--- config.mk ---
export PLATFORM = sky130hd
export DESIGN_NAME = rvx_cluster_top
export DESIGN_NICKNAME = d
export VERILOG_FILES = /design/src/logic/rvx_pkg.sv /design/src/logic/rvx_dispatch.sv /design/src/logic/rvx_alu_lane.sv /design/src/logic/rvx_collect.sv /design/src/logic/rvx_cluster_top.sv
export SDC_FILE = /design/constraint.sdc
export NUM_CORES = 2
export LEC_CHECK = 0
export BUFFER_PORTS_ARGS = -buffer_cell sky130_fd_sc_hd__buf_2
export CORE_AREA = 5 5 388 314
export DETAILED_ROUTE_END_ITERATION = 12
export DIE_AREA = 0 0 393 319
export PLACE_DENSITY_LB_ADDON = 0.3
export SLEW_MARGIN = 20
export SYNTH_ARGS = -nofsm -noshare
export SYNTH_HDL_FRONTEND = slang
export SYNTH_SLANG_ARGS = --single-unit
--- constraint.sdc ---
create_clock -name clk -period 8.2 [get_ports clk]
set_input_delay 0.41 -clock clk [delete_from_list [all_inputs] [get_ports clk]]
set_output_delay 0.41 -clock clk [all_outputs]
set_load 0.005 [all_outputs]
--- src/logic/rvx_pkg.sv ---
package rvx_pkg;

    ////////////////////////////////////////////////////////////
    // cluster sizing
    ////////////////////////////////////////////////////////////

    // datapath and tag widths
    localparam int xlen = 32;
    localparam int tag_w = 8;

    // lane layout
    localparam int lane_count = 4;
    localparam int lane_depth = 2;
    // one credit per fifo entry plus the result register
    localparam int lane_credits = lane_depth + 1;

    // counter and pointer widths
    localparam int credit_w = $clog2(lane_credits + 1);
    localparam int lane_idx_w = $clog2(lane_count);
    localparam int lane_ptr_w = $clog2(lane_depth);
    localparam int lane_cnt_w = $clog2(lane_depth + 1);

    typedef logic [credit_w-1:0] credit_t;
    typedef logic [lane_idx_w-1:0] lane_idx_t;
    typedef logic [lane_ptr_w-1:0] lane_ptr_t;
    typedef logic [lane_cnt_w-1:0] lane_cnt_t;
    // one bit per lane
    typedef logic [lane_count-1:0] lane_mask_t;

    ////////////////////////////////////////////////////////////
    // rv32i encodings
    ////////////////////////////////////////////////////////////

    // major opcodes handled by the lanes
    localparam logic [6:0] opc_op = 7'b0110011;
    localparam logic [6:0] opc_op_imm = 7'b0010011;

    // funct3 values of the alu group
    localparam logic [2:0] f3_add = 3'b000;
    localparam logic [2:0] f3_sll = 3'b001;
    localparam logic [2:0] f3_slt = 3'b010;
    localparam logic [2:0] f3_sltu = 3'b011;
    localparam logic [2:0] f3_xor = 3'b100;
    localparam logic [2:0] f3_sr = 3'b101;
    localparam logic [2:0] f3_or = 3'b110;
    localparam logic [2:0] f3_and = 3'b111;

    // register-register layout
    typedef struct packed {
        logic [6:0] funct7;
        logic [4:0] rs2;
        logic [4:0] rs1;
        logic [2:0] funct3;
        logic [4:0] rd;
        logic [6:0] opcode;
    } rv_r_fields;

    // register-immediate layout
    typedef struct packed {
        logic [11:0] imm12;
        logic [4:0] rs1;
        logic [2:0] funct3;
        logic [4:0] rd;
        logic [6:0] opcode;
    } rv_i_fields;

    // same word, view picked by opcode
    typedef union packed {
        rv_r_fields r;
        rv_i_fields i;
    } rv_insn_u;

    ////////////////////////////////////////////////////////////
    // packets
    ////////////////////////////////////////////////////////////

    // host to lane
    typedef struct packed {
        logic [tag_w-1:0] tag;
        rv_insn_u insn;
        logic [xlen-1:0] rs1_val;
        // unused for op-imm
        logic [xlen-1:0] rs2_val;
    } issue_pkt_t;

    // lane to host
    typedef struct packed {
        logic [tag_w-1:0] tag;
        logic [xlen-1:0] value;
        logic illegal;
    } result_pkt_t;

endpackage

--- src/logic/rvx_dispatch.sv ---
`timescale 1ns/1ps

module rvx_dispatch (
    input  logic clk,
    input  logic arst_n,

    // host side
    input  logic in_valid,
    output logic in_ready,
    input  rvx_pkg::issue_pkt_t in_pkt,

    // lane fifo write side
    output rvx_pkg::lane_mask_t lane_push,
    output rvx_pkg::issue_pkt_t lane_pkt,

    // pulses from the collector
    input  rvx_pkg::lane_mask_t credit_ret
);

    ////////////////////////////////////////////////////////////
    // state
    ////////////////////////////////////////////////////////////

    // free slots per lane
    rvx_pkg::credit_t credit [rvx_pkg::lane_count];
    // lane whose turn it is
    rvx_pkg::lane_idx_t issue_ptr;
    logic accept;

    ////////////////////////////////////////////////////////////
    // issue
    ////////////////////////////////////////////////////////////

    // only the turn lane counts, no skipping ahead
    assign in_ready = (credit[issue_ptr] != '0);
    assign accept = in_valid && in_ready;

    // packet goes straight to the fifo write port
    assign lane_pkt = in_pkt;

    always_comb begin
        for (int i = 0; i < rvx_pkg::lane_count; i++) begin
            lane_push[i] = accept && (int'(issue_ptr) == i);
        end
    end

    // pointer moves only on an accepted packet
    always_ff @(posedge clk or negedge arst_n) begin
        if (!arst_n) begin
            issue_ptr <= '0;
        end else if (accept) begin
            if (issue_ptr == rvx_pkg::lane_idx_t'(rvx_pkg::lane_count - 1)) begin
                issue_ptr <= '0;
            end else begin
                issue_ptr <= issue_ptr + 1'b1;
            end
        end
    end

    ////////////////////////////////////////////////////////////
    // credit counters
    ////////////////////////////////////////////////////////////

    // push spends one, return gives one back
    always_ff @(posedge clk or negedge arst_n) begin
        if (!arst_n) begin
            for (int i = 0; i < rvx_pkg::lane_count; i++) begin
                credit[i] <= rvx_pkg::credit_t'(rvx_pkg::lane_credits);
            end
        end else begin
            for (int i = 0; i < rvx_pkg::lane_count; i++) begin
                case ({lane_push[i], credit_ret[i]})
                    2'b10: credit[i] <= credit[i] - 1'b1;
                    2'b01: credit[i] <= credit[i] + 1'b1;
                    // both or neither leaves the count alone
                    default: credit[i] <= credit[i];
                endcase
            end
        end
    end

endmodule

--- src/logic/rvx_alu_lane.sv ---
`timescale 1ns/1ps

module rvx_alu_lane (
    input  logic clk,
    input  logic arst_n,

    // from the dispatcher
    input  logic push,
    input  rvx_pkg::issue_pkt_t pkt,

    // result register towards the collector
    output logic res_valid,
    output rvx_pkg::result_pkt_t res,
    input  logic pop
);

    ////////////////////////////////////////////////////////////
    // operand fifo
    ////////////////////////////////////////////////////////////

    rvx_pkg::issue_pkt_t fifo_mem [rvx_pkg::lane_depth];
    rvx_pkg::lane_ptr_t wr_ptr;
    rvx_pkg::lane_ptr_t rd_ptr;
    rvx_pkg::lane_cnt_t fifo_cnt;

    // head executes when the result slot frees up this cycle
    logic issue;
    rvx_pkg::issue_pkt_t head;

    assign head = fifo_mem[rd_ptr];
    assign issue = (fifo_cnt != '0) && (!res_valid || pop);

    // fifo storage
    always_ff @(posedge clk) begin
        if (push) begin
            fifo_mem[wr_ptr] <= pkt;
        end
    end

    always_ff @(posedge clk or negedge arst_n) begin
        if (!arst_n) begin
            wr_ptr <= '0;
            rd_ptr <= '0;
            fifo_cnt <= '0;
        end else begin
            if (push) begin
                if (wr_ptr == rvx_pkg::lane_ptr_t'(rvx_pkg::lane_depth - 1)) begin
                    wr_ptr <= '0;
                end else begin
                    wr_ptr <= wr_ptr + 1'b1;
                end
            end
            if (issue) begin
                if (rd_ptr == rvx_pkg::lane_ptr_t'(rvx_pkg::lane_depth - 1)) begin
                    rd_ptr <= '0;
                end else begin
                    rd_ptr <= rd_ptr + 1'b1;
                end
            end
            // space is guaranteed by the credits upstream
            case ({push, issue})
                2'b10: fifo_cnt <= fifo_cnt + 1'b1;
                2'b01: fifo_cnt <= fifo_cnt - 1'b1;
                default: fifo_cnt <= fifo_cnt;
            endcase
        end
    end

    ////////////////////////////////////////////////////////////
    // decode
    ////////////////////////////////////////////////////////////

    logic is_op;
    logic is_imm;
    logic alt;
    logic [2:0] funct3;
    logic [rvx_pkg::xlen-1:0] op_a;
    logic [rvx_pkg::xlen-1:0] op_b;
    logic [4:0] shamt;
    logic [rvx_pkg::xlen-1:0] alu_val;

    // opcode and funct3 sit in the same bits in both views
    assign is_op = (head.insn.r.opcode == rvx_pkg::opc_op);
    assign is_imm = (head.insn.i.opcode == rvx_pkg::opc_op_imm);
    assign funct3 = head.insn.r.funct3;
    // instruction bit 30
    assign alt = head.insn.r.funct7[5];

    assign op_a = head.rs1_val;
    // sign-extended imm12 for the op-imm form
    assign op_b = is_imm ? {{(rvx_pkg::xlen - 12){head.insn.i.imm12[11]}}, head.insn.i.imm12}
                         : head.rs2_val;
    assign shamt = op_b[4:0];

    ////////////////////////////////////////////////////////////
    // execute
    ////////////////////////////////////////////////////////////

    always_comb begin
        case (funct3)
            // bit 30 means sub only for the register form
            rvx_pkg::f3_add: alu_val = (is_op && alt) ? op_a - op_b : op_a + op_b;
            rvx_pkg::f3_sll: alu_val = op_a << shamt;
            rvx_pkg::f3_slt: alu_val = {31'd0, $signed(op_a) < $signed(op_b)};
            rvx_pkg::f3_sltu: alu_val = {31'd0, op_a < op_b};
            rvx_pkg::f3_xor: alu_val = op_a ^ op_b;
            // bit 30 picks arithmetic shift in both forms
            rvx_pkg::f3_sr: alu_val = alt ? $unsigned($signed(op_a) >>> shamt) : op_a >> shamt;
            rvx_pkg::f3_or: alu_val = op_a | op_b;
            rvx_pkg::f3_and: alu_val = op_a & op_b;
            default: alu_val = '0;
        endcase
    end

    // result register
    always_ff @(posedge clk or negedge arst_n) begin
        if (!arst_n) begin
            res_valid <= 1'b0;
        end else if (issue) begin
            res_valid <= 1'b1;
        end else if (pop) begin
            res_valid <= 1'b0;
        end
    end

    // payload follows the valid bit
    always_ff @(posedge clk) begin
        if (issue) begin
            res.tag <= head.tag;
            // anything outside op and op-imm comes back as zero
            res.value <= (is_op || is_imm) ? alu_val : '0;
            res.illegal <= !(is_op || is_imm);
        end
    end

endmodule

--- src/logic/rvx_collect.sv ---
`timescale 1ns/1ps

module rvx_collect (
    input  logic clk,
    input  logic arst_n,

    // lane result registers
    input  rvx_pkg::lane_mask_t lane_res_valid,
    input  rvx_pkg::result_pkt_t [rvx_pkg::lane_count-1:0] lane_res,
    output rvx_pkg::lane_mask_t lane_pop,

    // back to the dispatcher
    output rvx_pkg::lane_mask_t credit_ret,

    // host side
    output logic out_valid,
    input  logic out_ready,
    output rvx_pkg::result_pkt_t out_pkt
);

    ////////////////////////////////////////////////////////////
    // drain control
    ////////////////////////////////////////////////////////////

    // same lane order as the dispatcher
    rvx_pkg::lane_idx_t drain_ptr;
    rvx_pkg::lane_mask_t pop_mask;
    logic load;

    // output register empty or being taken
    assign load = lane_res_valid[drain_ptr] && (!out_valid || out_ready);

    always_comb begin
        for (int i = 0; i < rvx_pkg::lane_count; i++) begin
            pop_mask[i] = load && (int'(drain_ptr) == i);
        end
    end

    // popping the result register frees one lane credit
    assign lane_pop = pop_mask;
    assign credit_ret = pop_mask;

    always_ff @(posedge clk or negedge arst_n) begin
        if (!arst_n) begin
            drain_ptr <= '0;
        end else if (load) begin
            // wait on the turn lane, keeps program order
            if (drain_ptr == rvx_pkg::lane_idx_t'(rvx_pkg::lane_count - 1)) begin
                drain_ptr <= '0;
            end else begin
                drain_ptr <= drain_ptr + 1'b1;
            end
        end
    end

    ////////////////////////////////////////////////////////////
    // output register
    ////////////////////////////////////////////////////////////

    always_ff @(posedge clk or negedge arst_n) begin
        if (!arst_n) begin
            out_valid <= 1'b0;
        end else if (load) begin
            out_valid <= 1'b1;
        end else if (out_ready) begin
            out_valid <= 1'b0;
        end
    end

    // holds until the host takes it
    always_ff @(posedge clk) begin
        if (load) begin
            out_pkt <= lane_res[drain_ptr];
        end
    end

endmodule

--- src/logic/rvx_cluster_top.sv ---
`timescale 1ns/1ps

module rvx_cluster_top (
    input  logic clk,
    input  logic arst_n,

    // instruction input
    input  logic in_valid,
    output logic in_ready,
    input  rvx_pkg::issue_pkt_t in_pkt,

    // result output
    output logic out_valid,
    input  logic out_ready,
    output rvx_pkg::result_pkt_t out_pkt
);

    ////////////////////////////////////////////////////////////
    // internal wiring
    ////////////////////////////////////////////////////////////

    // dispatcher to lanes
    rvx_pkg::lane_mask_t lane_push;
    rvx_pkg::issue_pkt_t lane_pkt;

    // lanes to collector
    rvx_pkg::lane_mask_t lane_res_valid;
    rvx_pkg::result_pkt_t [rvx_pkg::lane_count-1:0] lane_res;
    rvx_pkg::lane_mask_t lane_pop;

    // collector to dispatcher
    rvx_pkg::lane_mask_t credit_ret;

    rvx_dispatch i_rvx_dispatch (
        .clk        (clk),
        .arst_n     (arst_n),
        .in_valid   (in_valid),
        .in_ready   (in_ready),
        .in_pkt     (in_pkt),
        .lane_push  (lane_push),
        .lane_pkt   (lane_pkt),
        .credit_ret (credit_ret)
    );

    // identical lanes, shared write data
    for (genvar g = 0; g < rvx_pkg::lane_count; g++) begin : g_lane
        rvx_alu_lane i_rvx_alu_lane (
            .clk       (clk),
            .arst_n    (arst_n),
            .push      (lane_push[g]),
            .pkt       (lane_pkt),
            .res_valid (lane_res_valid[g]),
            .res       (lane_res[g]),
            .pop       (lane_pop[g])
        );
    end

    rvx_collect i_rvx_collect (
        .clk            (clk),
        .arst_n         (arst_n),
        .lane_res_valid (lane_res_valid),
        .lane_res       (lane_res),
        .lane_pop       (lane_pop),
        .credit_ret     (credit_ret),
        .out_valid      (out_valid),
        .out_ready      (out_ready),
        .out_pkt        (out_pkt)
    );

endmodule

# [Word level (Yosys, flattened, before mapping)]
# Memories as Yosys holds them, arrays and structs flattened.
# Cells that the tools add are included.
# W data, S select, Z words.
[totals] reg_bits=238 ramBits=832 wordCells=290 memories=4
[mem_list] memory="g_lane[0].i_rvx_alu_lane.fifo_mem" depth=2 width=104 rd=1 rd_clocked_by_memory_dff=0 write_ports=1 line_no="rvx_alu_lane.sv:21" rtl="rvx_pkg::issue_pkt_t fifo_mem [rvx_pkg::lane_depth];"
[mem_list] memory="g_lane[1].i_rvx_alu_lane.fifo_mem" depth=2 width=104 rd=1 rd_clocked_by_memory_dff=0 write_ports=1 line_no="rvx_alu_lane.sv:21"
[mem_list] memory="g_lane[2].i_rvx_alu_lane.fifo_mem" depth=2 width=104 rd=1 rd_clocked_by_memory_dff=0 write_ports=1 line_no="rvx_alu_lane.sv:21"
[mem_list] memory="g_lane[3].i_rvx_alu_lane.fifo_mem" depth=2 width=104 rd=1 rd_clocked_by_memory_dff=0 write_ports=1 line_no="rvx_alu_lane.sv:21"
[classes] add_sub_neg=34 n_lt_le_gt_ge=10 n_eq_ne=60 shifts=12 muxes=59 bitwise_logic=13 reduce_logical=60
[op_table] cell="$pmux W32 S8" n=4
[op_table] cell="$mux W32" n=12
[op_table] cell="$lt A32 B32 Y1" n=8
[op_table] cell="$add A32 B32 Y32" n=4
[op_table] cell="$and A32 B32 Y32" n=4
[op_table] cell="$or A32 B32 Y32" n=4
[op_table] cell="$shl A32 B5 Y32" n=4
[op_table] cell="$shr A32 B5 Y32" n=4
[op_table] cell="$sshr A32 B5 Y32" n=4
[op_table] cell="$sub A32 B32 Y32" n=4
[op_table] cell="$xor A32 B32 Y32" n=4
[op_table] cell="$bmux W41 S2" n=1
[op_table] cell="$eq A3 B3 Y1 const B" n=16
[op_table] cell="$mux W41" n=1
[op_table] cell="$reduce_bool A2 Y1" n=18
[op_table] cell="$pmux W2 S2" n=8
[op_table] cell="$eq A2 B2 Y1 const B" n=14
[op_table] cell="$eq A7 B5 Y1 const B" n=4
[op_table] cell="$eq A7 B6 Y1 const B" n=4
[op_table] cell="$mux W1" n=27
[op_table] cell="$eq A3 B2 Y1 const B" n=8
[op_table] cell="$add A2 B1 Y2 const B" n=10
[op_table] cell="$eq A2 B1 Y1 const B" n=10
[op_table] cell="$logic_and A1 B1 Y1" n=18
[op_table] cell="other kinds (13)" n=53

# [Depth between registers and ports, before layout]
[depth] ltp_word=9 depth_mapped=22 depth_no_buf=19

# [Modules after synthesis]
# From an unflattened synthesis, not the netlist that was laid out.
[unflattened] cells_unflattened=7159 hier_area_um2=72089.1
[by_module_without_submodules] mod="rvx_alu_lane (g_lane[1].i_rvx_alu_lane ...)" instances=3 cells_per_inst=1718 area_each_um2=16942.5
[by_module_without_submodules] mod="rvx_alu_lane (g_lane[0].i_rvx_alu_lane)" instances=1 cells_per_inst=1720 area_each_um2=17314.1
[by_module_without_submodules] mod="rvx_collect" instances=1 cells_per_inst=122 area_each_um2=2521.2
[by_module_without_submodules] mod="rvx_dispatch" instances=1 cells_per_inst=163 area_each_um2=1426.4

# [Least setup slack after synthesis]
# No wires, ideal clock.
[synth_path] path_kind="flip-flop to flip-flop" start="reg i_rvx_dispatch.credit[4] (netlist bit)" end="mem g_lane[1].i_rvx_alu_lane.fifo_mem[0][0] (netlist bit), enable pin" setup_ns=0.548 arrival_ns=5.369 t_required_ns=7.652 path_slack_ns=2.283 path_stages_with_launch=8 path_buffers=1 path_cell_list="dfstp_2 -> nor2_1 -> a211oi_1 -> a21oi_1 -> nor2b_1 -> clkbuf_1 -> nand2_1 -> nor2_1"
[synth_via] elab_chain_len=8
[synth_rtl] element="start, declared" line_no="rvx_dispatch.sv:25" rtl="rvx_pkg::credit_t credit [rvx_pkg::lane_count];"
[synth_rtl] element="start signal, assigned by index" line_no="rvx_dispatch.sv:68" rtl="credit[i] <= rvx_pkg::credit_t'(rvx_pkg::lane_credits);"
[synth_rtl] element="start signal, assigned by index" line_no="rvx_dispatch.sv:73" rtl="2'b10: credit[i] <= credit[i] - 1'b1;"
[synth_rtl] element="start signal, assigned by index" line_no="rvx_dispatch.sv:74" rtl="2'b01: credit[i] <= credit[i] + 1'b1;"
[synth_rtl] element="$bmux W2 S2" line_no="rvx_dispatch.sv:35" rtl="assign in_ready = (credit[issue_ptr] != '0);"
[synth_rtl] element="$mux W2 (not written as such) (2 in a row)" line_no="rvx_dispatch.sv:35"
[synth_rtl] element="$reduce_bool A2 Y1" line_no="rvx_dispatch.sv:35"
[synth_rtl] element="$logic_and A1 B1 Y1" line_no="rvx_dispatch.sv:36" rtl="assign accept = in_valid && in_ready;"
[synth_rtl] element="$logic_and A1 B1 Y1" line_no="rvx_dispatch.sv:43" rtl="lane_push[i] = accept && (int'(issue_ptr) == i);"
[synth_rtl] element="$mux W1" line_no="rvx_alu_lane.sv:35" rtl="if (push) begin"
[synth_rtl] element="$mux W1 (not written as such)" line_no="rvx_alu_lane.sv:36" rtl="fifo_mem[wr_ptr] <= pkt;"
[synth_rtl] element="end, declared" line_no="rvx_alu_lane.sv:21"
# Every way passes these cells. The select of a mux whose other input is x is not followed.

# [Final worst setup path]
[layout_path] start="reg g_lane[1].i_rvx_alu_lane.rd_ptr" end="reg g_lane[1].i_rvx_alu_lane.res[28] (netlist bit), data pin"
[layout_via] elab_chain_len=6 elab_cells_between_ends=25
[layout_rtl] element="start, declared" line_no="rvx_alu_lane.sv:23" rtl="rvx_pkg::lane_ptr_t rd_ptr;"
[layout_rtl] element="start signal, assigned" line_no="rvx_alu_lane.sv:57" rtl="rd_ptr <= rd_ptr + 1'b1;"
[layout_rtl] element="$mem_v2 Z2 W104 (*)"
[layout_rtl] element="$eq A7 B5 Y1" line_no="rvx_alu_lane.sv:84" rtl="assign is_imm = (head.insn.i.opcode == rvx_pkg::opc_op_imm);"
[layout_rtl] element="$mux W32" line_no="rvx_alu_lane.sv:91" rtl="assign op_b = is_imm ? {{(rvx_pkg::xlen - 12){head.insn.i.imm12[11]}}, head.insn.i.imm12}"
[layout_rtl] element="$add A32 B32 Y32, or another cell as far along" line_no="rvx_alu_lane.sv:102" rtl="rvx_pkg::f3_add: alu_val = (is_op && alt) ? op_a - op_b : op_a + op_b;"
[layout_rtl] element="$mux W32 (on tied branches)" line_no="rvx_alu_lane.sv:102, rvx_alu_lane.sv:108"
[layout_rtl] element="$pmux W32 S8" line_no="rvx_alu_lane.sv:100" rtl="case (funct3)"
[layout_rtl] element="end, declared" line_no="rvx_alu_lane.sv:13" rtl="output rvx_pkg::result_pkt_t res,"
# Mark *: on every way between the ends. The rest lies on a longest branch, timed or not.
# A chain may end at the register's enable or synchronous reset.

==> flow_summary.ini <==
[floorplanning]
die_area_mm2 = 0.1254
fp.dieH_um = 319
start_util_pct = 59.46
core_mm2 = 0.1176
io_pins = 151
num_rows = 113
die_w_um = 393

[detailed_routing]
drtIter0Drc = 12120
drc = 0
vias = 63070
route.detailed.wl_per_inst_um = 34.34
antenna_left = 0
drt-total-wl_um = 297200
via_per_inst = 7.286
drt_pre_antenna_iters = 7

[setup_path]
cpMaxStageDelayCell = o41ai_1
crit_chain = mux2i_1, o21ai_4, mux4_2, inv_1, ha_1, or4b_1, a2111oi_2, o41ai_1, a21oi_1, o41a_1, and3b_1, o41ai_1, buf_4, mux2i_1, xnor2_1, nand2_1, a31oi_1, buf_4
criticalPathCategory = register to register
critPathCaptureType = register
worstPathRequired_ps = 8800
slowest_delay_ps = 920
worstPathMaxFanout = 18
timing.critical_path.arrival_ps = 7510
startpoint_type = register

[timing]
tightest_slew_ps = 1379
finalHoldViolCount = 0
layout_setup_ws_ps = 1292
timing.fmax_ghz = 0.1448
rsz0062_at_grt = no
min_period_ps = 6908
relSlewSlack_pct = 7.642
setup_viol_count_final = 0
fin_skew_ps = 73.24
drv_slew = 0
period_share_pct = 84.24
fin_tns_setup_ps = 0

[synthesis]
synth-compound-area-share_pct = 19.41
synth.distinct_cells = 109
syn_area_mm2 = 0.06995
synthCells = 7067
ys.flop_type = edfxtp_1
synthTopCellsByArea = edfxtp_1 (41%), ha_1 (7.2%), mux2i_1 (6.8%)
synth_seq_cells = 990
synth_top_family_by_area = compound AO/OA/AOI/OAI gates
synthAdderAreaFrac_pct = 7.456
synth_nets = 7587
synth_top_area_cell = edfxtp_1
synth_mux_area_share_pct = 13.02
yosysSeqAreaShare_pct = 42.28
synth_simple_gate_area_share_pct = 11.12
yosysTopAreaCellShare_pct = 41.08
syn_avg_cell_area_um2 = 9.898
synthArstFlopShare_pct = 3.333
synth_edf_count = 957
synth_xor_area_share_pct = 1.753
yosysWarnings = 0

[final_layout]
area_delta_synth_final_pct = 7.556
nFillCells = 9339
seq_area_mm2 = 0.02959
drive_above_1_share_pct = 12.01
fin_nets = 7503
final_cells = 8657
final_cell_mix = edfxtp_1 (957), nand2_1 (640), a21oi_1 (602)
fin_util_pct = 63.96
layout_commonest_cell = edfxtp_1
multi_input_area_mm2 = 0.03717

[clocking]
clkSlewWorstSetupHoldPaths_ps = 70
cts_tree = yes
postCtsSetupRepairBufs = 0
cts_buffers = 93
clock_sinks = 990
htree_levels = 3
ctsLongestPathBuffers = 3
cts_root_buf = clkbuf_16
clock_latency_ps = 780

[power_and_ir_drop]
p_int_w = 0.01548
seqPwrFrac_pct = 22.4
power_switching_w = 0.01626
p_per_area_mw_per_mm2 = 421.9
clock_power_share_pct = 13.7
p_leak_nw = 28.50
ir_drop_uv = 319.0
swShare_pct = 51.23
combPwrFrac_pct = 63.9

[global_routing]
grt_pass1_vias = 56810
grt_usage_pct = 45.83
globalRoute.totalOverflow = 0
grt_pass1_wl_um = 415300
grt_start_max_net_pins = 76
antenna_found_initial = 51

[run]
max-cap-violations = 0

[worst_hold_path]
hold_class = input pin to register

[placed_design]
portBuffers = 140
place_ws_ps = 1748
placed_cells = 8422
gp_congestion = 1.058
dp_hpwl_um = 215800

[run_status]
status = completed
## stage by stage
step	area, um2	total power, W	hold WS [ps]
after floorplan	69950	0.02013	114.4
after global placement	71920	0.02612	460.2
after detailed placement	71920	0.02630	464.9
after CTS	75090	0.03067	3.398
after global routing	75120	0.03291	17.68
final	75230	0.03174	51.92
## cell type report
| cell class | count | area share [%] |
|---|---|---|
| Clock buffer | 122 | 3.291 |
| Antenna cell | 45 | 0.1497 |
| Inverter | 386 | 1.929 |
| Sequential cell | 990 | 39.34 |
| Multi-Input combinational cell | 5213 | 49.41 |
| Clock inverter | 50 | 0.6968 |
| Timing Repair Buffer | 299 | 2.608 |
| Tap cell | 1552 | 2.581 |
## layer usage
| metal | vias to the layer above | global-route usage, % | share of wire [%] |
|---|---|---|---|
| li1 | 26360 | - | - |
| met1 | 30500 | 64.26 | 38 |
| met2 | 5389 | 60.53 | 39 |
| met3 | 784 | 20.88 | 17 |
| met4 | 40 | 20.54 | 5.5 |
| met5 | - | 0 | 0.16 |
## kinds of logic after synthesis
kind of cell | after synthesis
AOI/OAI and AO/OA | 2112
and+or+nand+nor | 1761
DFF | 990
buffers and inverters | 864
muxes | 788
adders and majority gates | 412
xor gates and xnor gates | 140
## path summary, 6_finish.rpt
path / depth (start not counted) / start / slack (ps) / to
max in group asynchronous: 2 / arst_n / 7010 / g_lane[1].i_rvx_alu_lane.rd_ptr
setup / recovery: 18 / g_lane[1].i_rvx_alu_lane.rd_ptr / 1290 / g_lane[1].i_rvx_alu_lane.res[28]
hold reg to reg: 1 / g_lane[1].i_rvx_alu_lane.fifo_cnt[1] / 470 / g_lane[1].i_rvx_alu_lane.fifo_cnt[1]
min in group asynchronous: 2 / arst_n / 410 / g_lane[2].i_rvx_alu_lane.rd_ptr
setup reg to reg: 18 / g_lane[1].i_rvx_alu_lane.rd_ptr / 1290 / g_lane[1].i_rvx_alu_lane.res[28]
hold / removal: 1 / in_pkt[67] / 50 / g_lane[1].i_rvx_alu_lane.fifo_mem[1][67]
## power by group through the flow
stage | Clock [W] | Sequential, W | Combinational [W]
detailed placement | 0 | 0.00716 | 0.0191
global route | 0.00458 | 0.00713 | 0.0212
CTS | 0.00434 | 0.00707 | 0.0193
global placement | 0 | 0.00710 | 0.0190
finish | 0.00435 | 0.00709 | 0.0203
floorplan | 0 | 0.00688 | 0.0132
## sequential cells by signal (all words and copies together), names as in the netlist
register                         cells
g_lane.i_rvx_alu_lane.wr_ptr         4
i_rvx_collect.out_valid              1
g_lane.i_rvx_alu_lane.fifo_mem     752
i_rvx_collect.out_pkt               41
i_rvx_dispatch.credit                8
g_lane.i_rvx_alu_lane.res          164
i_rvx_dispatch.issue_ptr             2
i_rvx_collect.drain_ptr              2
g_lane.i_rvx_alu_lane.rd_ptr         4
g_lane.i_rvx_alu_lane.res_valid      4
g_lane.i_rvx_alu_lane.fifo_cnt       8
## repair_timing
action / 4_1_cts / 5_1_grt
hold buffers: 17 / 0
gates resized for setup: 0 / 0
hold endpoints to repair: 140 / 0
## Yosys cell counts (90+ instances only)
master	instances
a21oi_1	608
ha_1	404
a31oi_1	90
inv_1	373
o211ai_1	126
buf_2	114
nor2_1	598
mux2i_1	473
nor3_1	127
a211oi_1	132
xnor2_1	103
o21ai_0	472
mux2_2	241
edfxtp_1	957
clkbuf_1	296
nand3_1	108
nand2_1	641
## worst max-delay path, delay by kind of cell (launching register included)
family,cells,cell delay (ps)
AOI/OAI and AO/OA,7,2890
muxes,3,1410
buffers and inverters,3,510
and+or+nand+nor,3,530
DFF,1,720
adders and majority gates,1,530
xor gates and xnor gates,1,150
Note: power is estimated with default switching activity, not from simulation.
